## config.mk

```make
export PLATFORM = sky130hd
export DESIGN_NAME = squeeze_top
export DESIGN_NICKNAME = d
export VERILOG_FILES = /design/src/cnn_pkg.sv /design/src/sync_fifo.sv /design/src/host_pipe_in.sv /design/src/cmd_ctrl.sv /design/src/pool_engine.sv /design/src/host_pipe_out.sv /design/src/squeeze_top.sv
export SDC_FILE = /design/constraint.sdc
export NUM_CORES = 2
export LEC_CHECK = 0
export ABC_AREA = 1
export BUFFER_PORTS_ARGS = -buffer_cell sky130_fd_sc_hd__buf_4
export CORE_MARGIN = 4
export CORE_UTILIZATION = 39
export CTS_BUF_LIST = sky130_fd_sc_hd__clkbuf_8 sky130_fd_sc_hd__clkbuf_16
export DETAILED_ROUTE_END_ITERATION = 16
export GPL_TIMING_DRIVEN = 1
export MAX_ROUTING_LAYER = met4
export PLACE_DENSITY_LB_ADDON = 0.3
export SLEW_MARGIN = 15
export SYNTH_ARGS = -nofsm -noshare
export SYNTH_HDL_FRONTEND = slang
export SYNTH_SLANG_ARGS = --single-unit
```

## constraint.sdc

```tcl
create_clock -name okClk -period 5.2 [get_ports okClk]
set_clock_uncertainty 0.15 [all_clocks]
set_input_delay 0.26 -clock okClk [delete_from_list [all_inputs] [get_ports okClk]]
set_output_delay 0.26 -clock okClk [all_outputs]
set_load 0.02 [all_outputs]
```

## src/cnn_pkg.sv

```systemverilog
package cnn_pkg;

	// ------------------------------------------------------------------------
	// word and field widths
	// ------------------------------------------------------------------------
	localparam int WORD_W   = 32;	// host and FIFO word
	localparam int PIX_W    = 16;	// pixel lives in the low half of a data word
	localparam int OPNUM_W  = 16;	// repeat count field
	localparam int OPTYPE_W = 3;	// opcode field

	// header word layout
	localparam int OPTYPE_LSB = 0;	// op_type in bits 2..0
	localparam int OPNUM_LSB  = 16;	// op_num in bits 31..16

	typedef enum logic [OPTYPE_W-1:0] {
		OP_NOP     = 3'd0,
		OP_MAXPOOL = 3'd1,
		OP_AVEPOOL = 3'd2,
		OP_COPY    = 3'd3	// codes above this behave like OP_NOP
	} op_type_e;

	typedef enum logic {
		CTRL_IDLE,	// waiting for a header at the FIFO head
		CTRL_BUSY	// engine owns the input stream
	} ctrl_state_e;

	typedef enum logic {
		ENG_IDLE,
		ENG_RUN
	} eng_state_e;

endpackage

```

## src/sync_fifo.sv

```systemverilog
`timescale 1ns/10ps

module sync_fifo #(
	parameter int FIFO_DEPTH = 32,
	parameter int WORD_W     = 32
) (
	input  logic                            okClk,
	input  logic                            rst_n,
	input  logic                            wr_en,
	input  logic                            rd_en,
	input  logic [WORD_W-1:0]               wr_data,
	output logic [WORD_W-1:0]               rd_data,
	output logic                            empty,
	output logic                            full,
	output logic [$clog2(FIFO_DEPTH+1)-1:0] count
);

	localparam int AW = (FIFO_DEPTH > 1) ? $clog2(FIFO_DEPTH) : 1;
	localparam int CW = $clog2(FIFO_DEPTH+1);

	logic [WORD_W-1:0] mem [FIFO_DEPTH];
	logic [AW-1:0]     wr_ptr;
	logic [AW-1:0]     rd_ptr;
	logic              wr_ok;
	logic              rd_ok;

	// pointers wrap by compare as depth need not be a power of two
	function automatic logic [AW-1:0] ptr_next(input logic [AW-1:0] ptr);
		ptr_next = (ptr == AW'(FIFO_DEPTH-1)) ? '0 : ptr + 1'b1;
	endfunction

	assign empty   = (count == '0);
	assign full    = (count == CW'(FIFO_DEPTH));
	assign wr_ok   = wr_en && !full;	// overflow write dropped
	assign rd_ok   = rd_en && !empty;	// underflow read dropped
	assign rd_data = mem[rd_ptr];		// head word visible without a read

	always_ff @(posedge okClk) begin
		if (wr_ok)
			mem[wr_ptr] <= wr_data;
	end

	always_ff @(posedge okClk or negedge rst_n) begin
		if (!rst_n) begin
			wr_ptr <= '0;
			rd_ptr <= '0;
			count  <= '0;
		end else begin
			if (wr_ok)
				wr_ptr <= ptr_next(wr_ptr);
			if (rd_ok)
				rd_ptr <= ptr_next(rd_ptr);
			if (wr_ok && !rd_ok)
				count <= count + 1'b1;
			else if (rd_ok && !wr_ok)
				count <= count - 1'b1;
		end
	end

endmodule

```

## src/host_pipe_in.sv

```systemverilog
`timescale 1ns/10ps

module host_pipe_in import cnn_pkg::*; #(
	parameter int FIFO_DEPTH = 32,
	parameter int BLOCK_SIZE = 8,
	parameter int HEADROOM   = 4
) (
	input  logic              okClk,
	input  logic              rst_n,
	input  logic              pipe_in_write,
	input  logic [WORD_W-1:0] pipe_in_data,
	input  logic              in_rd_en,
	output logic              pipe_in_ready,
	output logic [WORD_W-1:0] in_data,
	output logic              in_empty
);

	localparam int CNT_W     = $clog2(FIFO_DEPTH+1);
	localparam int SPACE_MAX = FIFO_DEPTH - HEADROOM - BLOCK_SIZE;	// fill level that still takes a block

	logic [CNT_W-1:0] in_count;

	sync_fifo #(
		.FIFO_DEPTH (FIFO_DEPTH),
		.WORD_W     (WORD_W)
	) in_fifo_i (
		.okClk   (okClk),
		.rst_n   (rst_n),
		.wr_en   (pipe_in_write),
		.rd_en   (in_rd_en),
		.wr_data (pipe_in_data),
		.rd_data (in_data),
		.empty   (in_empty),
		.full    (),			// host is throttled well before this
		.count   (in_count)
	);

	// block throttle with headroom for the host's reaction delay
	always_ff @(posedge okClk or negedge rst_n) begin
		if (!rst_n)
			pipe_in_ready <= 1'b0;
		else
			pipe_in_ready <= (in_count <= CNT_W'(SPACE_MAX));
	end

endmodule

```

## src/cmd_ctrl.sv

```systemverilog
`timescale 1ns/10ps

module cmd_ctrl import cnn_pkg::*; (
	input  logic               okClk,
	input  logic               rst_n,
	input  logic [WORD_W-1:0]  in_data,
	input  logic               in_empty,
	input  logic               data_pop,
	input  logic               done,
	output logic               in_rd_en,
	output logic               start,
	output op_type_e           op_type,
	output logic [OPNUM_W-1:0] op_num,
	output logic               irq
);

	ctrl_state_e state;
	op_type_e    hdr_op;
	logic        hdr_pop;
	logic        hdr_run;

	// ------------------------------------------------------------------------
	// header decode
	// ------------------------------------------------------------------------
	assign hdr_op  = op_type_e'(in_data[OPTYPE_LSB +: OPTYPE_W]);
	assign hdr_pop = (state == CTRL_IDLE) && !in_empty;	// word at head is a header

	always_comb begin
		case (hdr_op)
			OP_MAXPOOL, OP_AVEPOOL, OP_COPY: hdr_run = 1'b1;
			default:                         hdr_run = 1'b0;	// nop and unknown codes
		endcase
	end

	// engine only pops while busy, so the two never overlap
	assign in_rd_en = hdr_pop | data_pop;

	// ------------------------------------------------------------------------
	// sequencing
	// ------------------------------------------------------------------------
	always_ff @(posedge okClk or negedge rst_n) begin
		if (!rst_n) begin
			state <= CTRL_IDLE;
			start <= 1'b0;
			irq   <= 1'b0;
		end else begin
			start <= 1'b0;
			irq   <= 1'b0;
			case (state)
				CTRL_IDLE: begin
					if (hdr_pop && hdr_run) begin
						state <= CTRL_BUSY;
						start <= 1'b1;	// one cycle after the pop
					end
				end
				CTRL_BUSY: begin
					if (done) begin
						state <= CTRL_IDLE;
						irq   <= 1'b1;
					end
				end
				default: state <= CTRL_IDLE;
			endcase
		end
	end

	// opcode and count stay put for the whole job
	always_ff @(posedge okClk) begin
		if (hdr_pop && hdr_run) begin
			op_type <= hdr_op;
			op_num  <= in_data[OPNUM_LSB +: OPNUM_W];
		end
	end

endmodule

```

## src/pool_engine.sv

```systemverilog
`timescale 1ns/10ps

module pool_engine import cnn_pkg::*; #(
	parameter int POOL_WIN = 4	// power of two so the average is a shift
) (
	input  logic               okClk,
	input  logic               rst_n,
	input  logic               start,
	input  op_type_e           op_type,
	input  logic [OPNUM_W-1:0] op_num,
	input  logic [WORD_W-1:0]  in_data,
	input  logic               in_empty,
	input  logic               res_full,
	output logic               data_pop,
	output logic               res_we,
	output logic [WORD_W-1:0]  res_data,
	output logic               done
);

	localparam int WIN_LOG = $clog2(POOL_WIN);
	localparam int SUM_W   = PIX_W + WIN_LOG;	// full window sum never wraps
	localparam int WCNT_W  = WIN_LOG + 1;

	eng_state_e         state;
	logic [WCNT_W-1:0]  wcnt;	// word within window
	logic [WCNT_W-1:0]  win_end;
	logic [OPNUM_W-1:0] ncnt;	// window within op
	logic [SUM_W-1:0]   acc;
	logic [SUM_W-1:0]   acc_next;
	logic [PIX_W-1:0]   pix;
	logic               win_last;
	logic               op_last;

	assign pix      = in_data[PIX_W-1:0];
	assign win_end  = (op_type == OP_COPY) ? '0 : WCNT_W'(POOL_WIN-1);
	assign data_pop = (state == ENG_RUN) && !in_empty && !res_full;
	assign win_last = (wcnt == win_end);
	assign op_last  = (ncnt == op_num - 1'b1);
	assign res_we   = data_pop && win_last;	// result goes out with the last pop

	// ------------------------------------------------------------------------
	// window datapath including the word being popped
	// ------------------------------------------------------------------------
	always_comb begin
		acc_next = SUM_W'(pix);	// first word of a window
		res_data = in_data;		// copy passes the whole word
		case (op_type)
			OP_MAXPOOL: begin
				if (wcnt != '0 && acc[PIX_W-1:0] > pix)
					acc_next = acc;
				res_data = WORD_W'(acc_next[PIX_W-1:0]);
			end
			OP_AVEPOOL: begin
				if (wcnt != '0)
					acc_next = acc + SUM_W'(pix);
				res_data = WORD_W'(acc_next >> WIN_LOG);
			end
			default: ;
		endcase
	end

	always_ff @(posedge okClk or negedge rst_n) begin
		if (!rst_n) begin
			state <= ENG_IDLE;
			done  <= 1'b0;
			wcnt  <= '0;
			ncnt  <= '0;
		end else begin
			done <= 1'b0;
			case (state)
				ENG_IDLE: begin
					wcnt <= '0;
					ncnt <= '0;
					if (start) begin
						if (op_num == '0)
							done <= 1'b1;	// empty job
						else
							state <= ENG_RUN;
					end
				end
				ENG_RUN: begin
					if (data_pop) begin
						if (win_last) begin
							wcnt <= '0;
							ncnt <= ncnt + 1'b1;
						end else begin
							wcnt <= wcnt + 1'b1;
						end
					end
					if (res_we && op_last) begin
						state <= ENG_IDLE;
						done  <= 1'b1;
					end
				end
				default: state <= ENG_IDLE;
			endcase
		end
	end

	// partial window survives a stall untouched
	always_ff @(posedge okClk) begin
		if (data_pop)
			acc <= acc_next;
	end

endmodule

```

## src/host_pipe_out.sv

```systemverilog
`timescale 1ns/10ps

module host_pipe_out import cnn_pkg::*; #(
	parameter int FIFO_DEPTH = 32,
	parameter int BLOCK_SIZE = 8
) (
	input  logic              okClk,
	input  logic              rst_n,
	input  logic              res_we,
	input  logic [WORD_W-1:0] res_data,
	input  logic              pipe_out_read,
	output logic              res_full,
	output logic [WORD_W-1:0] pipe_out_data,
	output logic              pipe_out_ready
);

	localparam int CNT_W = $clog2(FIFO_DEPTH+1);

	logic [CNT_W-1:0] out_count;

	sync_fifo #(
		.FIFO_DEPTH (FIFO_DEPTH),
		.WORD_W     (WORD_W)
	) out_fifo_i (
		.okClk   (okClk),
		.rst_n   (rst_n),
		.wr_en   (res_we),
		.rd_en   (pipe_out_read),
		.wr_data (res_data),
		.rd_data (pipe_out_data),	// head word for the host
		.empty   (),				// host reads whole blocks only
		.full    (res_full),		// back-pressure to the engine
		.count   (out_count)
	);

	// a full block is waiting
	always_ff @(posedge okClk or negedge rst_n) begin
		if (!rst_n)
			pipe_out_ready <= 1'b0;
		else
			pipe_out_ready <= (out_count >= CNT_W'(BLOCK_SIZE));
	end

endmodule

```

## src/squeeze_top.sv

```systemverilog
`timescale 1ns/10ps

module squeeze_top import cnn_pkg::*; #(
	parameter int FIFO_DEPTH = 32,
	parameter int BLOCK_SIZE = 8,
	parameter int HEADROOM   = 4,
	parameter int POOL_WIN   = 4
) (
	input  logic              okClk,
	input  logic              rst_n,
	input  logic              pipe_in_write,
	input  logic [WORD_W-1:0] pipe_in_data,
	input  logic              pipe_out_read,
	output logic              pipe_in_ready,
	output logic [WORD_W-1:0] pipe_out_data,
	output logic              pipe_out_ready,
	output logic              irq
);

	logic [WORD_W-1:0]  in_data;
	logic               in_empty;
	logic               in_rd_en;
	logic               data_pop;
	logic               start;
	logic               done;
	op_type_e           op_type;
	logic [OPNUM_W-1:0] op_num;
	logic               res_we;
	logic [WORD_W-1:0]  res_data;
	logic               res_full;

	// ------------------------------------------------------------------------
	// input side
	// ------------------------------------------------------------------------
	host_pipe_in #(
		.FIFO_DEPTH (FIFO_DEPTH),
		.BLOCK_SIZE (BLOCK_SIZE),
		.HEADROOM   (HEADROOM)
	) host_pipe_in_i (
		.okClk         (okClk),
		.rst_n         (rst_n),
		.pipe_in_write (pipe_in_write),
		.pipe_in_data  (pipe_in_data),
		.in_rd_en      (in_rd_en),
		.pipe_in_ready (pipe_in_ready),
		.in_data       (in_data),
		.in_empty      (in_empty)
	);

	// ------------------------------------------------------------------------
	// processing
	// ------------------------------------------------------------------------
	cmd_ctrl cmd_ctrl_i (
		.okClk    (okClk),
		.rst_n    (rst_n),
		.in_data  (in_data),
		.in_empty (in_empty),
		.data_pop (data_pop),	// engine pops go through the controller
		.done     (done),
		.in_rd_en (in_rd_en),
		.start    (start),
		.op_type  (op_type),
		.op_num   (op_num),
		.irq      (irq)
	);

	pool_engine #(
		.POOL_WIN (POOL_WIN)
	) pool_engine_i (
		.okClk    (okClk),
		.rst_n    (rst_n),
		.start    (start),
		.op_type  (op_type),
		.op_num   (op_num),
		.in_data  (in_data),
		.in_empty (in_empty),
		.res_full (res_full),
		.data_pop (data_pop),
		.res_we   (res_we),
		.res_data (res_data),
		.done     (done)
	);

	// ------------------------------------------------------------------------
	// output side
	// ------------------------------------------------------------------------
	host_pipe_out #(
		.FIFO_DEPTH (FIFO_DEPTH),
		.BLOCK_SIZE (BLOCK_SIZE)
	) host_pipe_out_i (
		.okClk          (okClk),
		.rst_n          (rst_n),
		.res_we         (res_we),
		.res_data       (res_data),
		.pipe_out_read  (pipe_out_read),
		.res_full       (res_full),
		.pipe_out_data  (pipe_out_data),
		.pipe_out_ready (pipe_out_ready)
	);

endmodule

```

==> impl_metrics.env <==
export IMPL_p_leak_nw=34.27
export IMPL_syn_area_mm2=0.08810
export IMPL_htree_levels=4
export IMPL_reg2reg_depth=16
export IMPL_syn_nets=7333
export IMPL_finalHoldViolCount=0
export IMPL_finalCriticalPeriod_ns=4.654
export IMPL_rows=174
export IMPL_netSwitchingFraction=0.3955
export IMPL_finalPower_mw=61.88
export IMPL_r2r_slack_ns=0.55
export IMPL_status="finished, final reports clean"
export IMPL_die_h_um=483.3
export IMPL_ys_ff_latch=2143
export IMPL_whs_path_depth=2
export IMPL_yosys_area_top_type="edfxtp_1"
export IMPL_slew_headroom=0.2411
export IMPL_seq_power_share=0.380
export IMPL_fmax_mhz=214.9
export IMPL_grt_pass1_wl_mm=373.7
export IMPL_finalWirelength_mm=254.1
export IMPL_cp_max_fo=32
export IMPL_grt_max_degree=206
export IMPL_io_pin_count=71
export IMPL_nets=7421
export IMPL_first_global_vias=55719
export IMPL_cts_tree="yes"
export IMPL_cts_buffers=215
export IMPL_finalSetupViolCount=0
export IMPL_synth_top_area_share=0.7107
export IMPL_start_util=0.3921
export IMPL_dp_cells=10053
export IMPL_critPathKind="flip-flop to flip-flop"
export IMPL_ctsRootBufferMaster="clkbuf_16"
export IMPL_via_count=58212
export IMPL_finalNonFillerCells=10501
export IMPL_switching_power_mw=24.47
export IMPL_die_w_um=483.3
export IMPL_reg2reg_from="host_pipe_in_i.in_fifo_i.rd_ptr[2]$_DFFE_PN0P_"
export IMPL_cts_sinks=2143
export IMPL_slew_violations=0
export IMPL_p_int_mw=37.41
export IMPL_yosysSeqAreaShare=0.7272
export IMPL_hold_path_class="input pin to flip-flop"
export IMPL_finalCritPeriodShare=0.8950
export IMPL_grt_ovfl_total=0
export IMPL_clockPowerShare=0.241
export IMPL_post_cts_buffers=0
export IMPL_fp_coreArea_mm2=0.2247
export IMPL_yosysWarnings=0
export IMPL_cp_end_kind="flip-flop"
export IMPL_viasPerCell=5.543
export IMPL_irDropWorstVdd_v=0.0004627
export IMPL_start_kind="flip-flop"
export IMPL_port_buffers=70
export IMPL_drt_pass1_iter_count=6
export IMPL_hold_path_endpoint="host_pipe_in_i.in_fifo_i.mem[22][30]$_DFFE_PP_"
export IMPL_clkTransAtPathRegs_ns=0.06
export IMPL_final_setup_tns_ns=0
export IMPL_critPathRequiredTime_ns=5.61
export IMPL_crit_arrival_ns=5.07
export IMPL_grt_antenna_before_repair=17
export IMPL_cellPowerDensity_mw_per_mm2=620.2
export IMPL_grt_setup_unrepaired="no"
export IMPL_ant_nets=0
export IMPL_whs_ns=0.2225
export IMPL_drive_above_1_share=0.09218
export IMPL_track_usage=0.2176
export IMPL_syn_inst=7227
export IMPL_synth_area_per_cell_um2=12.19
export IMPL_fillers=20223
export IMPL_wl_per_cell_um=24.20
export IMPL_dpl_hpwl_mm=135.4
export IMPL_drtIter0Drc=6597
export IMPL_layout_commonest_cell="edfxtp_1"
export IMPL_synthToLayoutAreaGrowth_pct=13.24
export IMPL_pwr_share_comb=0.379
export IMPL_ctsLongestPathBuffers=3
export IMPL_synthTopCellsByArea="edfxtp_1, nor2_1, o21ai_0, nand2_1, nand3_1"
export IMPL_hp_start="pipe_in_data[30]"
export IMPL_die_area_mm2=0.2336
export IMPL_reg2reg_to="host_pipe_out_i.out_fifo_i.mem[22][15]$_DFFE_PP_"
export IMPL_drc_errors=0
export IMPL_gp_congestion=0.8425
export IMPL_tightest_slew_ns=1.136
export IMPL_most_common_layout_cells="edfxtp_1, nor2_1, o21ai_0"
export IMPL_synth_cell_types=45
export IMPL_maxCapViolCount=0
export IMPL_clock_latency_ns=0.87
-- state kept, by name (all words and copies together), names as in the netlist, 3 cells and up --
signal	flops
host_pipe_out_i.out_fifo_i.mem	1024
cmd_ctrl_i.op_type	3
host_pipe_out_i.out_fifo_i.rd_ptr	5
pool_engine_i.ncnt	16
pool_engine_i.wcnt	3
host_pipe_in_i.in_fifo_i.mem	1024
pool_engine_i.acc	18
host_pipe_in_i.in_fifo_i.count	6
cmd_ctrl_i.op_num	16
host_pipe_in_i.in_fifo_i.rd_ptr	5
host_pipe_in_i.in_fifo_i.wr_ptr	5
host_pipe_out_i.out_fifo_i.count	6
host_pipe_out_i.out_fifo_i.wr_ptr	5
-- stage by stage --
| stage | util | setup WS (ns) | cell area [um^2] |
|---|---|---|---|
| CTS | 0.4439 | 0.4900 | 99730 |
| global placement | 0.4121 | 0.4527 | 92600 |
| floorplan | - | 1.264 | 88100 |
| detailed placement | 0.4121 | 0.4972 | 92600 |
| global route | 0.4440 | 0.2638 | 99760 |
| finish | 0.4440 | 0.5460 | 99760 |
-- cells in the mapped netlist (all sizes together) --
cell type	count
a21o	19
o31ai	3
clkbuf	245
a22oi	32
nor3b	1
clkinv	3
o22ai	284
nor2	1311
nand3	370
a31oi	3
buf	182
and2	1
o21ai	982
a21oi	162
xor2	15
o21bai	2
or2	7
nor3	25
o21a	1
nand3b	19
dfrtp	58
nand4	20
xnor2	12
a211oi	1
nand2	855
edfxtp	2085
fa	3
inv	314
o211ai	65
o221ai	80
ha	67
-- what timing repair did --
action / in CTS / in global routing
endpoints found under the hold margin: 1093 / 0
hold buffers: 37 / 0
gates resized for setup: 0 / 0
-- area by class of cell --
type | instances | area [um^2] | share of cell area
timing repair buffer | 298 | 2605 | 0.02611
clock buffer | 218 | 5433 | 0.05446
clock inverter | 180 | 1328 | 0.01331
tap | 2992 | 3744 | 0.03753
multi-input combinational | 4340 | 21300 | 0.2135
sequential | 2143 | 64090 | 0.6424
inverter | 317 | 1226 | 0.01229
antenna | 13 | 32.53 | 0.0003261
-- worst max path at each step --
stage	to	slack (ns)	startpoint
3_5_place_dp	host_pipe_out_i.out_fifo_i.mem[18][15]$_DFFE_PP_	0.50	host_pipe_in_i.in_fifo_i.rd_ptr[0]$_DFFE_PN0P_
6_report	host_pipe_out_i.out_fifo_i.mem[22][15]$_DFFE_PP_	0.55	host_pipe_in_i.in_fifo_i.rd_ptr[2]$_DFFE_PN0P_
5_1_grt	host_pipe_out_i.out_fifo_i.mem[18][15]$_DFFE_PP_	0.26	host_pipe_in_i.in_fifo_i.rd_ptr[0]$_DFFE_PN0P_
3_3_place_gp	host_pipe_out_i.out_fifo_i.mem[18][15]$_DFFE_PP_	0.45	host_pipe_in_i.in_fifo_i.rd_ptr[0]$_DFFE_PN0P_
4_1_cts	host_pipe_out_i.out_fifo_i.mem[2][15]$_DFFE_PP_	0.49	host_pipe_in_i.in_fifo_i.rd_ptr[2]$_DFFE_PN0P_
2_1_floorplan	host_pipe_out_i.out_fifo_i.mem[15][0]$_DFFE_PP_	1.26	cmd_ctrl_i.op_type[2]$_DFFE_PP_
-- worst max-delay path: stages, from the launching register on --
cell and delay [ns]:
dfrtp_4 0.63, inv_2 0.52, buf_4 0.39, nand3_1 0.11
nand3_1 0.10, nand2_1 0.13, nand2_1 0.22, ha_1 0.33
nor2_1 0.25, inv_1 0.11, nor2_1 0.26, nand4_1 0.30
nand3_1 0.18, nand2_1 0.06, nand3_1 0.09, nand3_1 0.19
buf_4 0.29
-- cells by family after synthesis --
family                   Yosys count  synth area share
AO/OA/AOI/OAI                   1634            0.1038
XOR/XNOR                          27          0.002684
adder cells (fa/ha/maj)           70           0.01020
buffers and inverters            744           0.03705
flip-flops                      2143            0.7272
AND/OR/NAND/NOR                 2609            0.1191
-- power groups by stage --
| stage | clock network [mW] | logic [mW] | registers [mW] |
|---|---|---|---|
| global placement | 0 | 22.9 | 23.9 |
| floorplan | 0 | 14.6 | 23.6 |
| global route | 15.9 | 25.7 | 23.6 |
| finish | 14.9 | 23.4 | 23.5 |
| CTS | 15.2 | 23.3 | 23.5 |
| detailed placement | 0 | 23.2 | 23.9 |
-- routing by layer --
metal	wire length, um	up-vias	global-route usage
met5	0	-	-
met4	6843	0	0.06147
met3	19570	424	0.03528
met2	122100	2420	0.3509
met1	105600	29128	0.2861
li1	-	26240	-
Note: power is estimated with default switching activity, not from simulation.
